**src/design/gb_pkg.sv**
```systemverilog
/*
 * gb io package
 * shared widths, bus and select structs, address map and interrupt
 * constants for the handheld console system glue
 */
`default_nettype none

package gb_pkg;

	// -------------------- widths
	localparam int ADDR_W        = 16;
	localparam int DATA_W        = 8;
	localparam int IRQ_W         = 5;   // vblank, lcd, timer, serial, joypad
	localparam int KEY_W         = 4;   // P10..P13
	localparam int WRAM_ADDR_W   = 15;  // 32k, eight 4k banks
	localparam int HRAM_ADDR_W   = 7;   // 128 entries, ff80-fffe used
	localparam int WRAM_BANK_W   = 3;
	localparam int WRAM_WIN_W    = WRAM_ADDR_W - WRAM_BANK_W;  // 4k window
	localparam int SERIAL_DIV_W  = 9;
	localparam int SERIAL_BITS   = 8;
	localparam int SERIAL_CNT_W  = $clog2(SERIAL_BITS + 1);
	localparam int SERIAL_CYCLES = 4097;  // start write to irq

	// -------------------- types
	typedef logic [ADDR_W-1:0] addr_t;
	typedef logic [DATA_W-1:0] byte_t;
	typedef logic [IRQ_W-1:0] irq_vec_t;           // bit 0 vblank .. bit 4 joypad
	typedef logic [$clog2(IRQ_W)-1:0] irq_idx_t;
	typedef logic [KEY_W-1:0] keys_t;
	typedef logic [WRAM_BANK_W-1:0] wram_bank_t;

	typedef struct packed {
		addr_t addr;
		byte_t wdata;
		logic  wr;     // one cycle strobe
		logic  rd;     // one cycle strobe
	} cpu_bus_t;

	// one-hot, at most one bit per address
	typedef struct packed {
		logic joy;
		logic sb;
		logic sc;
		logic iflag;   // IF at ff0f
		logic ie;
		logic svbk;
		logic wram;
		logic hram;
	} io_sel_t;

	typedef struct packed {
		logic vblank;
		logic lcd;
		logic timer;
	} irq_events_t;

	// -------------------- address map
	localparam addr_t JOYP_ADDR = 16'hFF00;
	localparam addr_t SB_ADDR   = 16'hFF01;
	localparam addr_t SC_ADDR   = 16'hFF02;
	localparam addr_t IF_ADDR   = 16'hFF0F;
	localparam addr_t SVBK_ADDR = 16'hFF70;
	localparam addr_t HRAM_BASE = 16'hFF80;
	localparam addr_t IE_ADDR   = 16'hFFFF;
	localparam addr_t WRAM_BASE = 16'hC000;
	localparam addr_t WRAM_END  = 16'hFDFF;  // includes echo area

	// -------------------- interrupts
	localparam int IRQ_VBLANK = 0;
	localparam int IRQ_LCD    = 1;
	localparam int IRQ_TIMER  = 2;
	localparam int IRQ_SERIAL = 3;
	localparam int IRQ_JOYPAD = 4;

	localparam byte_t IRQ_VEC_BASE = 8'h40;
	localparam byte_t IRQ_VEC_STEP = 8'h08;
	localparam byte_t IRQ_VEC_NONE = 8'h55;  // nothing pending on ack

	localparam byte_t OPEN_BUS = 8'hFF;

	// divider reload so that 8 bit periods plus the irq cycle give SERIAL_CYCLES
	localparam logic [SERIAL_DIV_W-1:0] SERIAL_DIV_LAST =
		SERIAL_DIV_W'((SERIAL_CYCLES - 1) / SERIAL_BITS - 1);

endpackage

`default_nettype wire

```
**src/design/bus_decoder.sv**
```systemverilog
/*
 * bus decoder
 * turns the cpu address into one-hot selects, holds the select and the
 * acknowledge for a cycle and then returns the matching byte
 */
`default_nettype none

module bus_decoder (
	input  logic             clk_cpu,
	input  logic             reset,
	input  gb_pkg::cpu_bus_t bus,
	input  logic             irq_ack,
	input  logic             gbc_mode,
	output gb_pkg::io_sel_t  sel,
	input  gb_pkg::byte_t    joy_do,
	input  gb_pkg::byte_t    sb_do,
	input  gb_pkg::byte_t    sc_do,
	input  gb_pkg::byte_t    if_do,
	input  gb_pkg::byte_t    ie_do,
	input  gb_pkg::byte_t    vec_do,
	input  gb_pkg::byte_t    svbk_do,
	input  gb_pkg::byte_t    wram_do,
	input  gb_pkg::byte_t    hram_do,
	output gb_pkg::byte_t    rdata,
	output logic             rd_valid
);
	import gb_pkg::*;

	io_sel_t sel_q;   // select of the read in flight
	logic    ack_q;   // ack in flight, vector wins

	// -------------------- address decode
	always_comb begin
		sel       = '0;
		sel.joy   = (bus.addr == JOYP_ADDR);
		sel.sb    = (bus.addr == SB_ADDR);
		sel.sc    = (bus.addr == SC_ADDR);
		sel.iflag = (bus.addr == IF_ADDR);
		sel.ie    = (bus.addr == IE_ADDR);
		sel.svbk  = gbc_mode && (bus.addr == SVBK_ADDR);  // colour mode only
		// c000-fdff, e000 up echoes c000
		sel.wram  = (bus.addr >= WRAM_BASE) && (bus.addr <= WRAM_END);
		// ff80-fffe, ffff is IE
		sel.hram  = (bus.addr >= HRAM_BASE) && (bus.addr != IE_ADDR);
	end

	// -------------------- read pipeline
	always_ff @(posedge clk_cpu) begin
		if (reset) begin
			sel_q    <= '0;
			ack_q    <= 1'b0;
			rd_valid <= 1'b0;
		end else begin
			sel_q    <= bus.rd ? sel : '0;  // only reads matter here
			ack_q    <= irq_ack;
			rd_valid <= bus.rd | irq_ack;
		end
	end

	// mux on the held select, rams have their q by now
	always_comb begin
		if (ack_q)
			rdata = vec_do;        // interrupt vector
		else if (sel_q.joy)
			rdata = joy_do;
		else if (sel_q.sb)
			rdata = sb_do;
		else if (sel_q.sc)
			rdata = sc_do;
		else if (sel_q.iflag)
			rdata = if_do;
		else if (sel_q.ie)
			rdata = ie_do;
		else if (sel_q.svbk)
			rdata = svbk_do;
		else if (sel_q.wram)
			rdata = wram_do;
		else if (sel_q.hram)
			rdata = hram_do;
		else
			rdata = OPEN_BUS;      // unmapped
	end

endmodule

`default_nettype wire

```
**config.mk**
```make
export PLATFORM = sky130hd
export DESIGN_NAME = bus_decoder
export DESIGN_NICKNAME = d
export VERILOG_FILES = /design/src/design/gb_pkg.sv /design/src/design/bus_decoder.sv
export SDC_FILE = /design/constraint.sdc
export NUM_CORES = 1
export LEC_CHECK = 0
export BUFFER_PORTS_ARGS = -buffer_cell sky130_fd_sc_hd__buf_4
export CORE_UTILIZATION = 35
export CTS_CLUSTER_SIZE = 40
export DETAILED_ROUTE_END_ITERATION = 10
export PLACE_DENSITY = 0.85
export REMOVE_ABC_BUFFERS = 1
export SLEW_MARGIN = 40
export SYNTH_ARGS = -nofsm -noshare
export SYNTH_HDL_FRONTEND = slang
export SYNTH_SLANG_ARGS = --single-unit
```
**constraint.sdc**
```tcl
create_clock -name clk_cpu -period 1.68 [get_ports clk_cpu]
set_input_delay 0.168 -clock clk_cpu [delete_from_list [all_inputs] [get_ports clk_cpu]]
set_output_delay 0.168 -clock clk_cpu [all_outputs]
set_load 0.03 [all_outputs]
```
======== After elaboration in Yosys (flattened, before gate mapping) ========
Cells that the tools add are included.
word-level totals
  register bits after elaboration ......... 10
  bits in latches ......................... 0
  memory bits (writable) .................. 0
  bits in read-only memories .............. 0
  output and inout port bits .............. 17
  logic and storage cells ................. 35
  memories kept ........................... 0
operators by class
  $add $sub $neg .......................... 0
  $mul .................................... 0
  div/mod/pow operators ................... 0
  magnitude comparators ................... 3
  equality and inequality tests ........... 7
  shift-type cells ........................ 0
  mux-type cells .......................... 9
  bitwise operators ....................... 2
  reductions and logical operators ........ 4
operators by type and width
  kind                                                        count
  16-bit == test (second input constant)                      6
  8-bit two-way mux                                           9
  16-bit greater-or-equal comparator (second input constant)  2
  16-bit less-or-equal comparator (second input constant)     1
  16-bit != test (second input constant)                      1
  1-bit logical AND                                           3
  2-bit OR reduction                                          1
  1-bit inverter                                              1
  1-bit bitwise OR                                            1

======== Logic depth before layout (Yosys ltp) ========
Gate-level depths: netlist (run 1).
  word-level depth ........................ 9
  mapped depth ............................ 6
  depth with buffers taken out ............ 4

======== Least setup slack after synthesis (run 1) ========
OpenSTA, ideal clock, no wires.
  kind .................................... input port to output port
  start point ............................. input port bus[22] in the netlist's numbering
  end point ............................... output port sel[3] in the netlist's numbering
  arrival ................................. 1.566 ns
  required time ........................... 1.512 ns
  slack ................................... -0.054 ns
  cell stages on the path ................. 3
  buffers on the path ..................... 0
  path through ............................ nand4_1 > or2_2 > nor4_1
RTL lines
  element          RTL line           RTL
  start, declared  bus_decoder.sv:11  input gb_pkg::cpu_bus_t bus,
  end, declared    bus_decoder.sv:14  output gb_pkg::io_sel_t sel,

======== Worst setup path after layout (run 1) ========
  start point ............................. register sel_q[3] in the netlist's numbering
  end point ............................... output port rdata[4]
on the way
  longest elaborated chain between the ends .. 6
RTL lines
  element                 RTL line           RTL
  start, declared         bus_decoder.sv:29  io_sel_t sel_q;
  start signal, assigned  bus_decoder.sv:54  sel_q <= bus.rd ? sel : '0;
  8-bit two-way mux       bus_decoder.sv:72  else if (sel_q.ie)
  8-bit two-way mux       bus_decoder.sv:70  else if (sel_q.iflag)
  8-bit two-way mux       bus_decoder.sv:68  else if (sel_q.sc)
  8-bit two-way mux       bus_decoder.sv:66  else if (sel_q.sb)
  8-bit two-way mux       bus_decoder.sv:64  else if (sel_q.joy)
  8-bit two-way mux       bus_decoder.sv:62  if (ack_q)
  end, declared           bus_decoder.sv:24  output gb_pkg::byte_t rdata,
Every way passes these cells.

==> results_dict.tcl, run 1 <==
set metrics [dict create \
    status "finished, violations left" \
    failed_checks "DRC, setup timing" \
    pre_cts_slack_ns -0.0643 \
    n_antenna_cell 0 \
    cts_buffers 3 \
    nets 370 \
    wl_mm 4.54 \
    htreeDepth 1 \
    grt_pass1_wl_mm 7.02 \
    fin_area_um2 2260 \
    cp_slowest_stage_delay_ns 0.34 \
    port_buffers 109 \
    cts_hold_buffers 0 \
    drv_slew 0 \
    synth-edff-count 0 \
    hpwl_mm 3.21 \
    syn_area_per_cell_um2 6.83 \
    fin_crit_sh_pct 107 \
    die-height_um 57.9 \
    met3_length_um 303 \
    cp_num_buf_inv 2 \
    num_vias 1691 \
    overflow 0 \
    drive_gt1_share_pct 59.6 \
    final_cells 298 \
    hp-class "input port to register" \
    nFillCells 208 \
    post-synth-top-count-cell "nor2_1" \
    fp-row-count 19 \
    synth.area.top_cells "dfxtp_1 18%, a221oi_1 11%, nor2_1 8.2%, a221o_1 7.3%, inv_1 6.2%" \
    ioPinCount 119 \
    crit_chain "buf_6 > a221oi_2 > o21ai_1 > a221o_1 > buf_6" \
    finalSetupViolations 8 \
    min_from "reset" \
    synthArstFlopShare_pct 0 \
    antenna_found_initial 0 \
    crit_fanout 8 \
    leakage_nw 1.03 \
    maxCapViolCount 0 \
    place_area_um2 1940 \
    core_area_um2 2850 \
    yosysUniqueCellTypes 32 \
    area_delta_synth_final_pct 107 \
    yosys.area.top_type_share_pct 18.3 \
    synth.cells.most_frequent "24 x nor2_1, 18 x inv_1, 14 x a221oi_1, 12 x nor3_1, 10 x dfxtp_1" \
    die-area_um2 3350 \
    routedWlPerCell_um 15.2 \
    grt_setup_unrepaired "yes" \
    hold_path_end "ack_q$_SDFF_PP0_" \
    critPathSlowestCell "dfxtp_2" \
    seq_area_frac_synth_pct 18.3 \
    layout_setup_ws_ns -0.111 \
    grt_pass1_vias 1679 \
    crit_path_start "sel_q[3]$_SDFF_PP0_" \
    drc_errors 7 \
    wl_met2_mm 2.49 \
    place_inst 294 \
    maxSlewHeadroom_pct 78.4 \
    clockRootBuffer "clkbuf_4" \
    power_density_nw_per_um2 358 \
    ys_seq_elements 10 \
    synth_flop_cell "dfxtp_1" \
    cp-start-kind "register" \
    cp.arrival_ns 1.62 \
    cts_num_sinks 10 \
    grt_use_total_pct 27.0 \
    ant_nets 0 \
    clk_pin_slew_worst_paths_ns 0.06 \
    dr.pass1.iters 7 \
    path_delay_family "compound AO/OA/AOI/OAI gates" \
    cts_tree "yes" \
    cp.required_ns 1.51 \
    initial_core_util_pct 38.3 \
    top_layer_used "met4" \
    viasPerCell 5.67 \
    synthCells 160 \
    cp-end-kind "primary output" \
    critPathKind "register to primary output" \
    max-vdd-ir-drop_mv 0.303 \
    max_freq_mhz 558 \
    tightest_slew_ns 0.324 \
    gp_congestion 0.784 \
    grt_start_max_net_pins 17 \
    drt-met1-wl_mm 1.59 \
    synth_top_area_cell "dfxtp_1" \
    dr.first_iter.drc_count 82 \
    cp_common_cell "buf_6" \
    period_needed_ns 1.79 \
    whs_path_depth 2 \
    syn_area_um2 1090 \
    clockBufferDepth 2 \
    hold_viol 0 \
    synth_warnings 0 \
    die-width_um 57.9 \
]
[cells in the final DEF (no fill, tap or decap), drive strengths merged, types with 4 or more instances in the layout]
cell / instances
inv: 18
nand2b: 4
nor2b: 8
nor3: 12
dfxtp: 10
a2111oi: 7
a22o: 6
a221oi: 14
nor2: 24
clkbuf: 4
nand2: 5
buf: 115
o21ai: 8
a221o: 9
[metrics by stage]
step | power [mW] | util (%) | hold slack, ns | setup TNS (ns)
after floorplan | 0.336 | - | 0.235 | -0.0543
after global placement | 0.541 | 67.9 | 0.347 | 0
after detailed placement | 0.545 | 67.9 | 0.353 | -0.0643
after CTS | 0.797 | 77.9 | 0.0639 | -0.536
after global routing | 0.844 | 79.3 | 0.0633 | -1.00
final | 0.810 | 79.3 | 0.0686 | -0.584
[metal layers]
| layer | track usage, % | vias up |
|---|---|---|
| li1 | - | 819 |
| met2 | 53.7 | 81 |
| met5 | 0 | - |
| met3 | 4.24 | 15 |
| met1 | 25.7 | 776 |
| met4 | 15.6 | 0 |
[layout make-up]
class / instances / area, um2 / share of cell area (%)
clock buffers: 4 / 36.3 / 1.60
inverters: 18 / 67.6 / 2.99
multi-input cells: 120 / 1010 / 44.5
flip-flops and latches: 10 / 211 / 9.35
well taps: 31 / 38.8 / 1.71
repair buffers: 115 / 901 / 39.8
[state kept, by name, summed over array words and instances, names as in the netlist]
| register | cells |
|---|---|
| sel_q | 8 |
| rd_valid | 1 |
| ack_q | 1 |
[worst max path at each step]
| stage | depth (start not counted) | slack, ns | endpoint |
|---|---|---|---|
| after floorplan | 3 | -0.05 | sel[3] |
| after global placement | 4 | 0.10 | rdata[3] |
| after detailed placement | 4 | -0.06 | rdata[0] |
| after CTS | 5 | -0.08 | rdata[4] |
| after global routing | 5 | -0.14 | rdata[4] |
| final | 5 | -0.11 | rdata[4] |
[repair_timing]
action                     in CTS  in global routing
buffers inserted                0                  0
setup endpoints to repair       8                  8
pin swaps                      16                  6
resized for setup              59                 11
[power by group]
part | internal [mW] | total (mW) | switching, mW
Combinational | 0.208 | 0.348 | 0.140
Clock | 0.132 | 0.224 | 0.0915
Sequential | 0.238 | 0.239 | 0.00167
Total | 0.577 | 0.810 | 0.233
[kinds of logic (layout without fill, tap and decap cells)]
| kind of cell | after synthesis | in the layout | synth area share (%) |
|---|---|---|---|
| and+or+nand+nor | 69 | 69 | 32.2 |
| DFF | 10 | 10 | 18.3 |
| AOI/OAI and AO/OA | 50 | 50 | 37.1 |
| muxes | 1 | 1 | 0.915 |
| buffers and inverters | 30 | 137 | 11.6 |
(Power assumes the default switching activity.)
==> run 2: changes to the inputs <==
--- a/config.mk
+++ b/config.mk
@@ -6,10 +6,12 @@
 export NUM_CORES = 1
 export LEC_CHECK = 0
 export BUFFER_PORTS_ARGS = -buffer_cell sky130_fd_sc_hd__buf_4
-export CORE_UTILIZATION = 35
+export CELL_PAD_IN_SITES_DETAIL_PLACEMENT = 1
+export CELL_PAD_IN_SITES_GLOBAL_PLACEMENT = 2
+export CORE_UTILIZATION = 13
 export CTS_CLUSTER_SIZE = 40
 export DETAILED_ROUTE_END_ITERATION = 10
-export PLACE_DENSITY = 0.85
+export PLACE_DENSITY = 0.76
 export REMOVE_ABC_BUFFERS = 1
 export SLEW_MARGIN = 40
 export SYNTH_ARGS = -nofsm -noshare
==> constraint.sdc (replaced) <==
create_clock -name clk_cpu -period 1.6 [get_ports clk_cpu]
set_input_delay 0.16 -clock clk_cpu [delete_from_list [all_inputs] [get_ports clk_cpu]]
set_output_delay 0.16 -clock clk_cpu [all_outputs]
set_load 0.03 [all_outputs]
==> results_dict.tcl, run 2 (same netlist as run 1, synthesis figures left out) <==
set metrics [dict create \
    leakage_nw 1.07 \
    critPathSlowestCell "dfxtp_4" \
    power_mw 0.917 \
    maxSlewHeadroom_pct 79.0 \
    max-vdd-ir-drop_mv 0.135 \
    cp-start-kind "register" \
    dr.first_iter.drc_count 35 \
    failed_checks "setup timing" \
    tns_ns -0.815 \
    final_common_cell "buf_4" \
    period_needed_ns 1.78 \
    fin_area_um2 2450 \
    critPathKind "register to primary output" \
    htreeDepth 1 \
    die-height_um 93.7 \
    grt_use_total_pct 11.0 \
    place_area_um2 2110 \
    max_freq_mhz 561 \
    final_cells 376 \
    die-width_um 93.7 \
    grt_pass1_wl_mm 7.63 \
    gp_congestion 0.691 \
    overflow 0 \
    wl_mm 5.39 \
    port_buffers 109 \
    antenna_found_initial 0 \
    cp.required_ns 1.44 \
    cp_slowest_stage_delay_ns 0.36 \
    largest_reg_flops 8 \
    viasPerCell 4.41 \
    status "finished, violations left" \
    tightest_slew_ns 0.314 \
    cts_hold_buffers 0 \
    area_delta_synth_final_pct 124 \
    place_inst 376 \
    maxCapViolCount 0 \
    drive_gt1_share_pct 60.1 \
    nets 374 \
    top_register "sel_q" \
    n_antenna_cell 0 \
    ant_nets 0 \
    grt_pass1_vias 1660 \
    power_density_nw_per_um2 375 \
    hold_viol 0 \
    cts_buffers 3 \
    grt_start_max_net_pins 24 \
    nFillCells 986 \
    hold_ws_ns 0.113 \
    layout_common_cells "106 x buf_4, 24 x nor2_1, 18 x inv_1" \
    drv_slew 0 \
    crit_chain "buf_6 > a221oi_2 > o21ai_1 > a221o_1 > buf_6" \
    die-area_um2 8780 \
    hpwl_mm 4.28 \
    ioPinCount 119 \
    grt_setup_unrepaired "yes" \
    fp-row-count 33 \
    post_cts_buffers 0 \
    top_regs "sel_q (8), ack_q (1), rd_valid (1)" \
    routedWlPerCell_um 14.3 \
    num_vias 1658 \
    cp_common_cell "buf_6" \
    layout_setup_ws_ns -0.181 \
    clockBufferDepth 2 \
    clockRootBuffer "clkbuf_8" \
    dr.pass1.iters 5 \
    cts_tree "yes" \
    initial_core_util_pct 13.4 \
    pre_cts_slack_ns -0.124 \
    cts_num_sinks 10 \
    finalSetupViolations 8 \
    core_area_um2 8180 \
    clk_pin_slew_worst_paths_ns 0.04 \
    hp-class "input port to register" \
    crit_fanout 6 \
    fin_crit_sh_pct 111 \
    drc_errors 0 \
    cp-end-kind "primary output" \
    cp.arrival_ns 1.62 \
    utilization_pct 30.0 \
]
## run 2: cell count changes in the layout (fill, tap and decap cells not counted), moves of 2 or more
cell,delta
nor2b_1,+3
nor2_2,-2
clkbuf_8,+3
nor2_1,+2
buf_12,+2
o21ai_1,-3
clkbuf_4,-3
nor2b_2,-2
o21ai_2,+3
## run 2: cell type report
cell class | count | area, um2 | area share (%)
multi-input combinational | 120 | 1020 | 41.7
clock buffer | 4 | 55.1 | 2.25
sequential | 10 | 214 | 8.74
tap | 105 | 131 | 5.37
inverter | 18 | 67.6 | 2.76
timing repair buffer | 119 | 960 | 39.2
## run 2: worst max-delay path: cells and delay by family (launching register included)
| kind | cells | cell delay, ns |
|---|---|---|
| AOI/OAI and AO/OA | 3 | 0.76 |
| buffers and inverters | 2 | 0.28 |
| DFF | 1 | 0.36 |
## run 2: what timing repair did
action,in CTS,in global routing
pin swaps,6,14
cloned,0,0
setup endpoints to repair,8,8
gates resized for setup,44,29
## run 2: path summary, 6_finish.rpt
path | from | to | slack (ns) | cells after the start
worst min-delay path | reset | ack_q$_SDFF_PP0_ | 0.11 | 2
worst max-delay path | sel_q[3]$_SDFF_PP0_ | rdata[7] | -0.18 | 5
## run 2: layer usage
layer | GRT usage [%] | wire [um]
met1 | 13.2 | 2090
met2 | 20.4 | 2790
met3 | 1.70 | 431
met4 | 2.18 | 75
met5 | 0 | 0
## run 2: where the power goes
| part | switching [mW] | internal (mW) |
|---|---|---|
| Sequential | 0.00220 | 0.249 |
| Clock | 0.0848 | 0.215 |
| Combinational | 0.146 | 0.221 |
| Total | 0.233 | 0.685 |
